[config.mk]
export PLATFORM = sky130hd
export DESIGN_NAME = hazard_unit
export DESIGN_NICKNAME = d
export VERILOG_FILES = /design/src/core_pkg.sv /design/src/hazard_unit.sv
export SDC_FILE = /design/constraint.sdc
export NUM_CORES = 1
export LEC_CHECK = 0
export ABC_AREA = 1
export BUFFER_PORTS_ARGS = -buffer_cell sky130_fd_sc_hd__buf_4
export CAP_MARGIN = 25
export CORE_AREA = 4 4 41 43
export DETAILED_ROUTE_END_ITERATION = 12
export DIE_AREA = 0 0 45 47
export PLACE_DENSITY = 0.62
export REMOVE_ABC_BUFFERS = 1
export SYNTH_ARGS = -nofsm -noshare
export SYNTH_HDL_FRONTEND = slang
export SYNTH_SLANG_ARGS = --single-unit
export TNS_END_PERCENT = 1
[constraint.sdc]
create_clock -name vclk -period 0.9
set_input_delay 0.09 -clock vclk [all_inputs]
set_output_delay 0.09 -clock vclk [all_outputs]
set_load 0.01 [all_outputs]
[src/core_pkg.sv]
`default_nettype none

package core_pkg;

    typedef logic [31:0] xlen_t;
    typedef logic [4:0]  reg_idx_t;

    // major opcodes of the RV32I subset this core executes
    typedef enum logic [6:0] {
        OP_RTYPE  = 7'b0110011,
        OP_ITYPE  = 7'b0010011,
        OP_LOAD   = 7'b0000011,
        OP_JALR   = 7'b1100111,
        OP_STORE  = 7'b0100011,
        OP_BRANCH = 7'b1100011,
        OP_JAL    = 7'b1101111
    } opcode_e;

    // ALU funct3 codes, where SUB shares ADD and is told apart by funct7 bit 5
    localparam logic [2:0] F3_ADD_SUB = 3'b000;
    localparam logic [2:0] F3_OR      = 3'b110;
    localparam logic [2:0] F3_AND     = 3'b111;

    // only word accesses exist
    localparam logic [2:0] F3_LW_SW   = 3'b010;

    localparam logic [2:0] F3_BEQ     = 3'b000;
    localparam logic [2:0] F3_BNE     = 3'b001;

    // everything execute needs from decode
    typedef struct packed {
        logic       valid;
        opcode_e    opcode;
        logic [2:0] funct3;
        logic       funct7_b5;
        reg_idx_t   rd;
        xlen_t      op_a;
        xlen_t      op_b;
        xlen_t      imm;
        xlen_t      pc;
    } id_ex_t;

endpackage

`default_nettype wire

[src/hazard_unit.sv]
`timescale 1ns/1ps
`default_nettype none

module hazard_unit (
    input  core_pkg::reg_idx_t id_rs1,
    input  core_pkg::reg_idx_t id_rs2,
    input  logic [6:0]         opcode,
    input  core_pkg::reg_idx_t ex_rd,
    input  logic               ex_load_inst,
    input  logic               jump_branch_taken,
    input  logic               invalid_inst,
    input  logic               stall,
    output logic               if_id_pipeline_flush,
    output logic               if_id_pipeline_en,
    output logic               id_ex_pipeline_flush,
    output logic               pc_en,
    output logic               load_stall
);

    import core_pkg::*;

    logic id_rs1_used;
    logic id_rs2_used;
    logic load_use;

    // JAL reads no register, so it can never wait on a load
    assign id_rs1_used = opcode == OP_RTYPE || opcode == OP_ITYPE || opcode == OP_LOAD ||
                         opcode == OP_JALR || opcode == OP_STORE || opcode == OP_BRANCH;
    assign id_rs2_used = opcode == OP_RTYPE || opcode == OP_STORE || opcode == OP_BRANCH;

    assign load_use = ex_load_inst && ex_rd != '0 &&
                      ((id_rs1_used && id_rs1 == ex_rd) || (id_rs2_used && id_rs2 == ex_rd));

    always_comb begin
        if_id_pipeline_flush = 1'b0;
        if_id_pipeline_en    = 1'b1;
        id_ex_pipeline_flush = 1'b0;
        pc_en                = 1'b1;
        load_stall           = 1'b0;

        if (jump_branch_taken) begin
            // drop the two younger instructions, the pc takes the target
            if_id_pipeline_flush = 1'b1;
            if_id_pipeline_en    = 1'b0;
            id_ex_pipeline_flush = 1'b1;
        end else if (load_use) begin
            // hold fetch and decode for one cycle until the load has written back
            if_id_pipeline_en    = 1'b0;
            id_ex_pipeline_flush = 1'b1;
            pc_en                = 1'b0;
            load_stall           = 1'b1;
        end else if (invalid_inst) begin
            id_ex_pipeline_flush = 1'b1;
        end else if (stall) begin
            // fetch lost the memory, so decode repeats next cycle behind a bubble
            if_id_pipeline_en    = 1'b0;
            id_ex_pipeline_flush = 1'b1;
            pc_en                = 1'b0;
        end
    end

endmodule

`default_nettype wire

## Word level (Yosys, flattened, before mapping)

Index checks and enable logic that the tools add are counted.

- Reduce and logical (&&, ||, !) cells: 13
- Equal/unequal tests: 8
- Mux-type cells: 12

Operators by type and width:

| cell | number |
|---|---|
| $eq 7x6->1 const B | 2 |
| $eq 7x7->1 const B | 2 |
| $mux 1 | 12 |
| $eq 5x5->1 | 2 |
| $logic_or 1x1->1 | 8 |
| $eq 7x2->1 const B | 1 |
| $eq 7x5->1 const B | 1 |
| $reduce_bool 5->1 | 1 |
| $logic_and 1x1->1 | 4 |

- Bits in registers: 0
- Output and inout port bits: 5
- Logic and storage cells: 33
- Input bits: 26

## Depth between registers and ports, before layout

Gate-level depths: netlist (run 1).

- Depth after elaboration: 11
- Mapped depth: 11
- Depth with buffers taken out: 11

## Worst setup path after synthesis (run 1)

Ideal clock, no wire load.

- Path kind: in2out
- Start point: in ex_rd[1]
- End point: out if_id_pipeline_en
- Setup slack: 0.072 ns
- Arrival time: 0.738 ns
- Required time: 0.810 ns
- Buffers on the path: 0
- Stages: 9
- Cell sequence: inv_2 > or2_0 > nand2_1 > nor2_1 > nand2_1 > nand2_1 > nand2_2 > nand2_2 > nor2_2

- Cells in the longest elaborated chain, start to end: 6
- Elaborated cells on any way between the ends: 10
- Those cells by class: eq/ne (2); mux (2); reduce/logical (6)

Ends and longest elaborated chain:

| item | RTL line | RTL |
|---|---|---|
| from (decl) | hazard_unit.sv:8 | `input core_pkg::reg_idx_t ex_rd,` |
| $eq 5x5->1 | hazard_unit.sv:32 | `((id_rs1_used && id_rs1 == ex_rd) \|\| (id_rs2_used && id_rs2 == ex_rd));` |
| $logic_and 1x1->1 | hazard_unit.sv:32 |  |
| $logic_or 1x1->1 | hazard_unit.sv:32 |  |
| $logic_and 1x1->1 (*) | hazard_unit.sv:31 | `assign load_use = ex_load_inst && ex_rd != '0 &&` |
| $mux 1 (*) | hazard_unit.sv:46 | `end else if (load_use) begin` |
| $mux 1 (*) | hazard_unit.sv:41 | `if (jump_branch_taken) begin` |
| to (decl) | hazard_unit.sv:14 | `output logic if_id_pipeline_en,` |

Mark *: on every way between the ends. The rest lies on a longest branch, timed or not.

## Worst setup path after layout (run 1)

- Start point: in ex_rd[3]
- End point: out if_id_pipeline_en

Same word-level chain as after synthesis.

==> metrics, run 1 <==
GRT Util Overall 0.0890; register area 0 um^2; Pwr Total 230 uW; Critical Path End Type output pin; Synth area leaders nand2_1, xnor2_1, nor2_1; Max Cap Violations 0; Syn Area/Cell 4.92 um^2; gpl congestion approximately 0.63; worst hold path cell count 2; initial antenna violation count 0; core footprint roughly 0.0013 mm^2; Mapped Cells 57; setup_tns -0.598 ns; WL/cell between 8 and 9 um; final worst setup slack -0.181 ns; Min-Delay Path Class input port to output pin; Core Util, Final 0.442; Multi-input gate area ~270 um^2; Horiz. Die Dim between 40 and 50 um; dpl cell area between 500 and 600 um^2; max_slew headroom 0.872; Syn-to-layout area delta 105%; global-route wire length before repair around 1.5 mm; area fraction of the dominant cell type after synthesis 0.241; fmax between 900 and 1000 MHz; Critical Path Source Type input port; final hold violations 0; Worst Path Max Fanout 3; Slew @ Worst Pin between 0.15 and 0.2 ns; layout cell share with drive strength beyond 1 0.529; Post-synth top cells nand2_1, nor2_1, inv_1, xnor2_1; Ports 31; RSZ-0062 raised after global routing yes; via count 411; Syn. warnings 0; Final HPWL DP ~790 um; Synth Cell Area approximately 280 um^2; final WL just over 900 um; worst path cell trace buf_4 > nor2_1 > nand3_1 > o21ai_0 > inv_2 > nand2_2 > nand2_2 > nor2_2 > buf_4; drt via density slightly above 4; largest net degree at the start of global routing 6; Setup CP Type input port to output pin; top-count cell post-synth nand2_1; fillcell total around 150; status complete, but fails checks; Synth cell types 17; die span in y 47 um; Final period util 1.20; failing checks setup timing; ANT cells 0; Finish-stage setup viols 4; final slew viol count 0; Seq/Total Area, Yosys 0; DRC 0; WP data required around 0.8 ns; antenna viol nets, final 0; Overflow after GRT 0; FFs & Latches 0; Setup Buffers After CTS 0; Rows 13; DR pass1 iterations 4; design area between 500 and 600 um^2; Worst Path Arrival 0.99 ns; die area roughly 0.0021 mm^2; number of I/O port buffers 31; Initial DRC Count 5; fin crit period approximately 1.1 ns; Crit-path slowest cell o21ai_0; Worst path max stage delay around 0.19 ns; final net count ~120; Leak Pwr about 0.00032 uW; power density cells roughly 400 mW/mm^2; VDD IR max 0.000135 V; starting density of the core 0.215; vias in the first global route ~400; clkbuf count 0; Synth area leader nand2_1
==> per-stage QoR <==
stage | instances | hold slack (ns) | setup WS [ns]
3_3_place_gp | 102 | 0.405 | -0.172
5_1_grt | 102 | 0.415 | -0.295
3_5_place_dp | 102 | 0.405 | -0.204
4_1_cts | 102 | 0.405 | -0.183
6_report | 102 | 0.405 | -0.181
2_1_floorplan | 56 | 0.180 | 0.0724
==> worst paths after layout <==
path,startpoint,to,slack (ns)
worst max-delay path,ex_rd[3],if_id_pipeline_en,-0.18
worst min-delay path,jump_branch_taken,if_id_pipeline_flush,0.41
==> cells in the final DEF, fill, tap and decap left out, types with 2 or more instances in the layout <==
master | synthesis | final
buf_4 | 1 | 28
buf_6 | 0 | 2
inv_1 | 7 | 6
inv_2 | 2 | 2
nand2_1 | 18 | 17
nand2_2 | 2 | 3
nand3_1 | 3 | 2
nand3_2 | 1 | 2
nor2_1 | 9 | 6
nor2_2 | 1 | 4
xnor2_1 | 4 | 2
xnor2_2 | 0 | 2
xor2_1 | 3 | 3
==> routing by layer <==
layer / part of all wire / wire length, um / track usage
met5: 0 / 0 / 0
met4: 0 / 0 / 0
met3: 0.087 / 79 / 0.00383
met2: 0.56 / 515 / 0.184
met1: 0.35 / 318 / 0.106
==> cells by family (layout without fill, tap and decap cells) <==
group | count (synthesis) | after routing | synth area share
simple gates | 36 | 36 | 0.558
xor+xnor | 7 | 7 | 0.219
compound gates | 3 | 3 | 0.0625
buf+inv | 11 | 41 | 0.161
==> layout make-up <==
| class | count | area share |
|---|---|---|
| inverter | 10 | 0.0696 |
| multi-input combinational | 46 | 0.467 |
| tap | 15 | 0.0326 |
| timing repair buffer | 31 | 0.430 |
==> critical path: cells and delay by family <==
kind | cells | cell delay, ns
simple gates | 5 | 0.42
buf+inv | 3 | 0.29
compound gates | 1 | 0.19
==> timing repair <==
| item | 4_1_cts | 5_1_grt |
|---|---|---|
| pin swaps | 12 | 1 |
| setup endpoints to repair | 4 | 4 |
| hold buffers | 0 | 0 |
| resized for setup | 11 | 3 |
==> power breakdown <==
part	internal (uW)	leakage (uW)	switching, uW	total (uW)
clock	0	0	0	0
combinational	137	0.000318	93.3	230
sequential	0	0	0	0
total	137	0.000318	93.3	230
Note: power is estimated with default switching activity, not from simulation.
==> run 2, diff against run 1 <==
--- a/config.mk
+++ b/config.mk
@@ -5,13 +5,12 @@
 export SDC_FILE = /design/constraint.sdc
 export NUM_CORES = 1
 export LEC_CHECK = 0
-export ABC_AREA = 1
 export BUFFER_PORTS_ARGS = -buffer_cell sky130_fd_sc_hd__buf_4
 export CAP_MARGIN = 25
 export CORE_AREA = 4 4 41 43
 export DETAILED_ROUTE_END_ITERATION = 12
 export DIE_AREA = 0 0 45 47
-export PLACE_DENSITY = 0.62
+export PLACE_DENSITY = 0.59
 export REMOVE_ABC_BUFFERS = 1
 export SYNTH_ARGS = -nofsm -noshare
 export SYNTH_HDL_FRONTEND = slang
==> run 2 against run 1 <==
Net effect:
- the run still ends with setup timing left
- worst setup slack got worse by 0.25 ns
- first-iteration DRC count fell by 20%
- wire length fell by 15%
- critical endpoint unchanged
- worst hold slack got worse by 0.017 ns
- critical path depth fell by 4
- synthesized cell count fell by 47%
- power fell by 8.0%
- non-clock buffer count rose by 1
- die area did not move
- critical path type unchanged
- highest routed layer unchanged
==> metrics, run 2 <==
status complete, but fails checks; failing checks setup timing; final hold violations 0 (unchanged); Synth area leader xor2_1; DR pass1 iterations 4 (unchanged); top routing layer used met3; Synth Cell Area 240 um^2 (-14%); drt via density 4.36 (+8.1%); Min-Delay Path Class input port to output pin; initial antenna violation count 0 (unchanged); Post-synth top cells xor2_1, inv_1, a21oi_1; RSZ-0062 raised after global routing yes; global-route wire length before repair 1.13 mm (-25%); final net count 89 (-23%); area fraction of the dominant cell type after synthesis 0.365 (+0.124); Syn Area/Cell 8.01 um^2 (+63%); Synth cell types 17 (unchanged); die span in y 47 um (unchanged); GRT Util Overall 0.0677 (-0.0213); Rows 13 (unchanged); Max Cap Violations 0 (unchanged); WP data required 0.81 ns (about the same); wire length on met1 264 um (-17%); Met2 Routed Length 367 um (-29%); WL/cell 10.2 um (+14%); Overflow after GRT 0 (unchanged); ANT cells 0 (unchanged); layout cell share with drive strength beyond 1 0.639 (+0.111); clkbuf count 0 (unchanged); largest net degree at the start of global routing 5 (-1); worst hold path cell count 2 (unchanged); Seq/Total Area, Yosys 0 (unchanged); Pwr Total 212 uW (-8.0%); Initial DRC Count 4 (-1); fmax 751 MHz (-19%); top-count cell post-synth xor2_1; met3 wire length 144 um (+82%); number of I/O port buffers 31 (unchanged); Leak Pwr 0.000248 uW (-22%); core footprint 0.00130 mm^2 (unchanged); Finish-stage setup viols 4 (unchanged); Syn. warnings 0 (unchanged); Setup CP Type input port to output pin; VDD IR max 0.000176 V (+31%); Mapped Cells 30 (-47%); max_slew headroom 0.826 (-0.0459); commonest non-fill, non-tap cells in the layout buf_4, xor2_1, buf_6, inv_1; DRC 0 (unchanged); register area 0 um^2 (unchanged); starting density of the core 0.185 (-0.0308); Synth area leaders xor2_1, o21ai_4, inv_1; die area 0.00212 mm^2 (unchanged); Slew @ Worst Pin 0.259 ns (+0.0687 ns); Ports 31 (unchanged); vias in the first global route 314 (-21%); design area 532 um^2 (-7.6%); hold path startpoint jump_branch_taken; final WL 775 um (-15%); Critical Path End Type output pin; final worst setup slack -0.431 ns (-0.250 ns); gpl congestion 0.608 (-3.1%); fillcell total 146 (unchanged); fin crit period 1.33 ns (+0.250 ns); setup_tns -1.59 ns (-0.989 ns); Final period util 1.48 (+0.278); Worst Path Max Fanout 4 (+1); Worst Path Arrival 1.24 ns (+0.25 ns); most common cell after layout, fill and taps aside buf_4; final slew viol count 0 (unchanged); antenna viol nets, final 0 (unchanged); Horiz. Die Dim 45 um (unchanged); Final HPWL DP 715 um (-10%); Critical Path Source Type input port; via count 331 (-19%); Hold Crit Endpoint if_id_pipeline_flush; Syn-to-layout area delta 121%; Post-CTS Hold Fix Bufs 0 (unchanged); dpl cell area 492 um^2 (-6.2%); FFs & Latches 0 (unchanged); power density cells 398 mW/mm^2 (-0.42%)
run 2: changes by cell type in the layout (fill, tap and decap cells not counted), moves of 3 or more:
cell	change
buf_6	+3
nand2_1	-17
nand2_2	-3
nor2_1	-6
nor2_2	-4
xor2_1	+5
run 2: worst max path at each step:
stage                   endpoint      start  cells after the start
4_1_cts                    pc_en  id_rs2[0]                      6
5_1_grt                    pc_en  id_rs2[4]                      6
6_report       if_id_pipeline_en   ex_rd[2]                      5
3_5_place_dp               pc_en   ex_rd[4]                      6
2_1_floorplan  if_id_pipeline_en   ex_rd[2]                      3
3_3_place_gp               pc_en   ex_rd[4]                      6
run 2: power breakdown:
| group | switching (uW) | internal [uW] | total, uW |
|---|---|---|---|
| Combinational | 80.3 | 132 | 212 |
| Sequential | 0 | 0 | 0 |
| Clock | 0 | 0 | 0 |
| Total | 80.3 | 132 | 212 |
run 2: area by class of cell:
class                      count  area [um^2]  area share
timing repair buffer          32          259       0.487
multi-input combinational     25          239       0.449
inverter                       4         15.0      0.0282
tap                           15         18.8      0.0353
run 2: routing by layer:
| layer | vias up | GRT usage |
|---|---|---|
| met1 | 140 | 0.0721 |
| met2 | 21 | 0.138 |
| met3 | 0 | 0.0192 |
| met5 | - | 0 |
| met4 | 0 | 0 |
| li1 | 170 | - |
run 2: cell families (layout without fill, tap and decap cells):
| logic type | after synthesis | after routing | synth area share |
|---|---|---|---|
| buffers and inverters | 5 | 36 | 0.0937 |
| AOI/OAI and AO/OA | 7 | 7 | 0.281 |
| xor gates and xnor gates | 10 | 10 | 0.365 |
| and+or+nand+nor | 8 | 8 | 0.260 |
run 2: repair_timing:
action / CTS / global route
setup endpoints to repair: 4 / 4
pin swaps: 5 / 5
gates resized for setup: 4 / 4
buffers inserted: 0 / 0
run 2: worst max-delay path: stages:
cell and delay [ns]:
buf_4 0.12, or4_4 0.54, o21ai_4 0.17, o221a_1 0.20, buf_4 0.12
run 2: through the flow:
| step | worst slack (ns) | instances | util | hold slack (ns) |
|---|---|---|---|---|
| floorplan | -0.200 | 29 | - | 0.180 |
| global placement | -0.455 | 76 | 0.378 | 0.387 |
| detailed placement | -0.470 | 76 | 0.378 | 0.392 |
| CTS | -0.466 | 76 | 0.394 | 0.392 |
| global route | -0.526 | 76 | 0.409 | 0.398 |
| finish | -0.431 | 76 | 0.409 | 0.388 |
==> run 3, diff against run 2 <==
--- a/config.mk
+++ b/config.mk
@@ -5,7 +5,7 @@
 export SDC_FILE = /design/constraint.sdc
 export NUM_CORES = 1
 export LEC_CHECK = 0
-export BUFFER_PORTS_ARGS = -buffer_cell sky130_fd_sc_hd__buf_4
+export BUFFER_PORTS_ARGS = -buffer_cell sky130_fd_sc_hd__buf_2
 export CAP_MARGIN = 25
 export CORE_AREA = 4 4 41 43
 export DETAILED_ROUTE_END_ITERATION = 12
==> run 3 against run 2 <==
Net effect:
- the flow still finishes with violations (setup timing)
- critical path depth is the same
- wire length increased by 1.5%
- combinational power is 17% lower
- power shrank 17%
- utilization is 6.3 points lower
- count of clock-buffer cells in the layout stayed put
- worst hold slack better by 0.024 ns
- flip-flop and latch count stayed put
==> metrics, run 3 (same netlist as run 2, synthesis figures left out) <==
status complete, but fails checks; failing checks setup timing; Setup Buffers After CTS 0 (unchanged); GRT Util Overall 0.0747 (+0.00703); fmax 766 MHz (+2.0%); die span in y 47 um (unchanged); die area 0.00212 mm^2 (unchanged); final WL 787 um (+1.5%); Post-CTS Hold Fix Bufs 0 (unchanged); Finish-stage setup viols 4 (unchanged); DRC 0 (unchanged); WP data required 0.81 ns (about the same); final net count 89 (unchanged); Syn-to-layout area delta 87.0%; WL/cell 10.4 um (+1.5%); Rows 13 (unchanged); Worst Path Arrival 1.22 ns (-0.02 ns); Leak Pwr 0.000222 uW (-11%); Pwr Total 175 uW (-17%); ANT cells 0 (unchanged); Critical Path Source Type input port; Final HPWL DP 724 um (+1.2%); Setup CP Type input port to output pin; max_slew headroom 0.836 (+0.0100); Overflow after GRT 0 (unchanged); Min-Delay Path Class input port to output pin; Critical Path End Type output pin; Slew @ Worst Pin 0.244 ns (-0.0149 ns); Worst Path Max Fanout 4 (unchanged); power density cells 390 mW/mm^2 (-2.0%); starting density of the core 0.185 (unchanged); final slew viol count 0 (unchanged); final hold violations 0 (unchanged); via count 335 (+1.2%); Ports 31 (unchanged); most common cell after layout, fill and taps aside buf_2; clkbuf count 0 (unchanged); Initial DRC Count 2 (-2); RSZ-0062 raised after global routing yes; fin crit period 1.31 ns (-0.0257 ns); gpl congestion 0.616 (+1.3%); CP endpoint if_id_pipeline_en; register area 0 um^2 (unchanged); core footprint 0.00130 mm^2 (unchanged); largest net degree at the start of global routing 5 (unchanged); setup_tns -1.47 ns (+0.118 ns); DR pass1 iterations 4 (unchanged); Final period util 1.45 (-0.0286); global-route wire length before repair 1.24 mm (+9.8%); Horiz. Die Dim 45 um (unchanged); final worst setup slack -0.405 ns (+0.0257 ns); Max Cap Violations 0 (unchanged); antenna viol nets, final 0 (unchanged); initial antenna violation count 0 (unchanged); FFs & Latches 0 (unchanged); layout cell share with drive strength beyond 1 0.607 (-0.0328); number of I/O port buffers 31 (unchanged); VDD IR max 0.000166 V (-5.6%); vias in the first global route 301 (-4.1%); drt via density 4.41 (+1.2%); Worst Setup SP ex_rd[1]; commonest non-fill, non-tap cells in the layout buf_2, xor2_1, inv_1, buf_6
[run 3: metal layers]
layer / global-route usage / routed length [um] / vias to the layer above
li1: - / - / 171
met1: 0.0764 / 277 / 143
met2: 0.155 / 374 / 21
met3: 0.0230 / 135 / 0
met4: 0 / 0 / 0
met5: 0 / 0 / -
[run 3: layout make-up]
cell class | instances | area (um^2)
Multi-Input combinational cell | 25 | 224
Tap cell | 15 | 18.8
Inverter | 4 | 15.0
Timing Repair Buffer | 32 | 191
Fill cell | 156 | 852
[run 3: worst min-delay path by stage]
| stage | startpoint | to | slack, ns | depth (start not counted) |
|---|---|---|---|---|
| floorplan | jump_branch_taken | if_id_pipeline_flush | 0.18 | 0 |
| global placement | jump_branch_taken | if_id_pipeline_flush | 0.41 | 2 |
| detailed placement | jump_branch_taken | if_id_pipeline_flush | 0.41 | 2 |
| CTS | jump_branch_taken | if_id_pipeline_flush | 0.41 | 2 |
| global route | jump_branch_taken | if_id_pipeline_flush | 0.42 | 2 |
| finish | jump_branch_taken | if_id_pipeline_flush | 0.41 | 2 |
[run 3: timing repair]
action / CTS / global route
resized for setup: 9 / 0
pin swaps: 7 / 5
endpoints found under the setup margin: 4 / 4
cloned: 0 / 0
[run 3: per-stage QoR]
step           utilization  setup slack [ns]  instances  hold WS (ns)  cell area (um^2)
2_1_floorplan            -            -0.200         29         0.180               233
3_3_place_gp         0.318            -0.443         76         0.412               414
3_5_place_dp         0.318            -0.469         76         0.414               414
4_1_cts              0.345            -0.440         76         0.414               449
5_1_grt              0.345            -0.540         76         0.424               449
6_report             0.345            -0.405         76         0.412               449
[run 3: worst max-delay path, stage by stage]
cell     delay (ns)
buf_8          0.10
or4_4          0.54
o21ai_4        0.17
o221a_1        0.19
buf_2          0.13
[run 3: where the power goes]
| part | internal, uW | leakage (uW) | switching, uW |
|---|---|---|---|
| registers | 0 | 0 | 0 |
| logic | 98.1 | 0.000222 | 77.3 |
| clock network | 0 | 0 | 0 |
| total | 98.1 | 0.000222 | 77.3 |
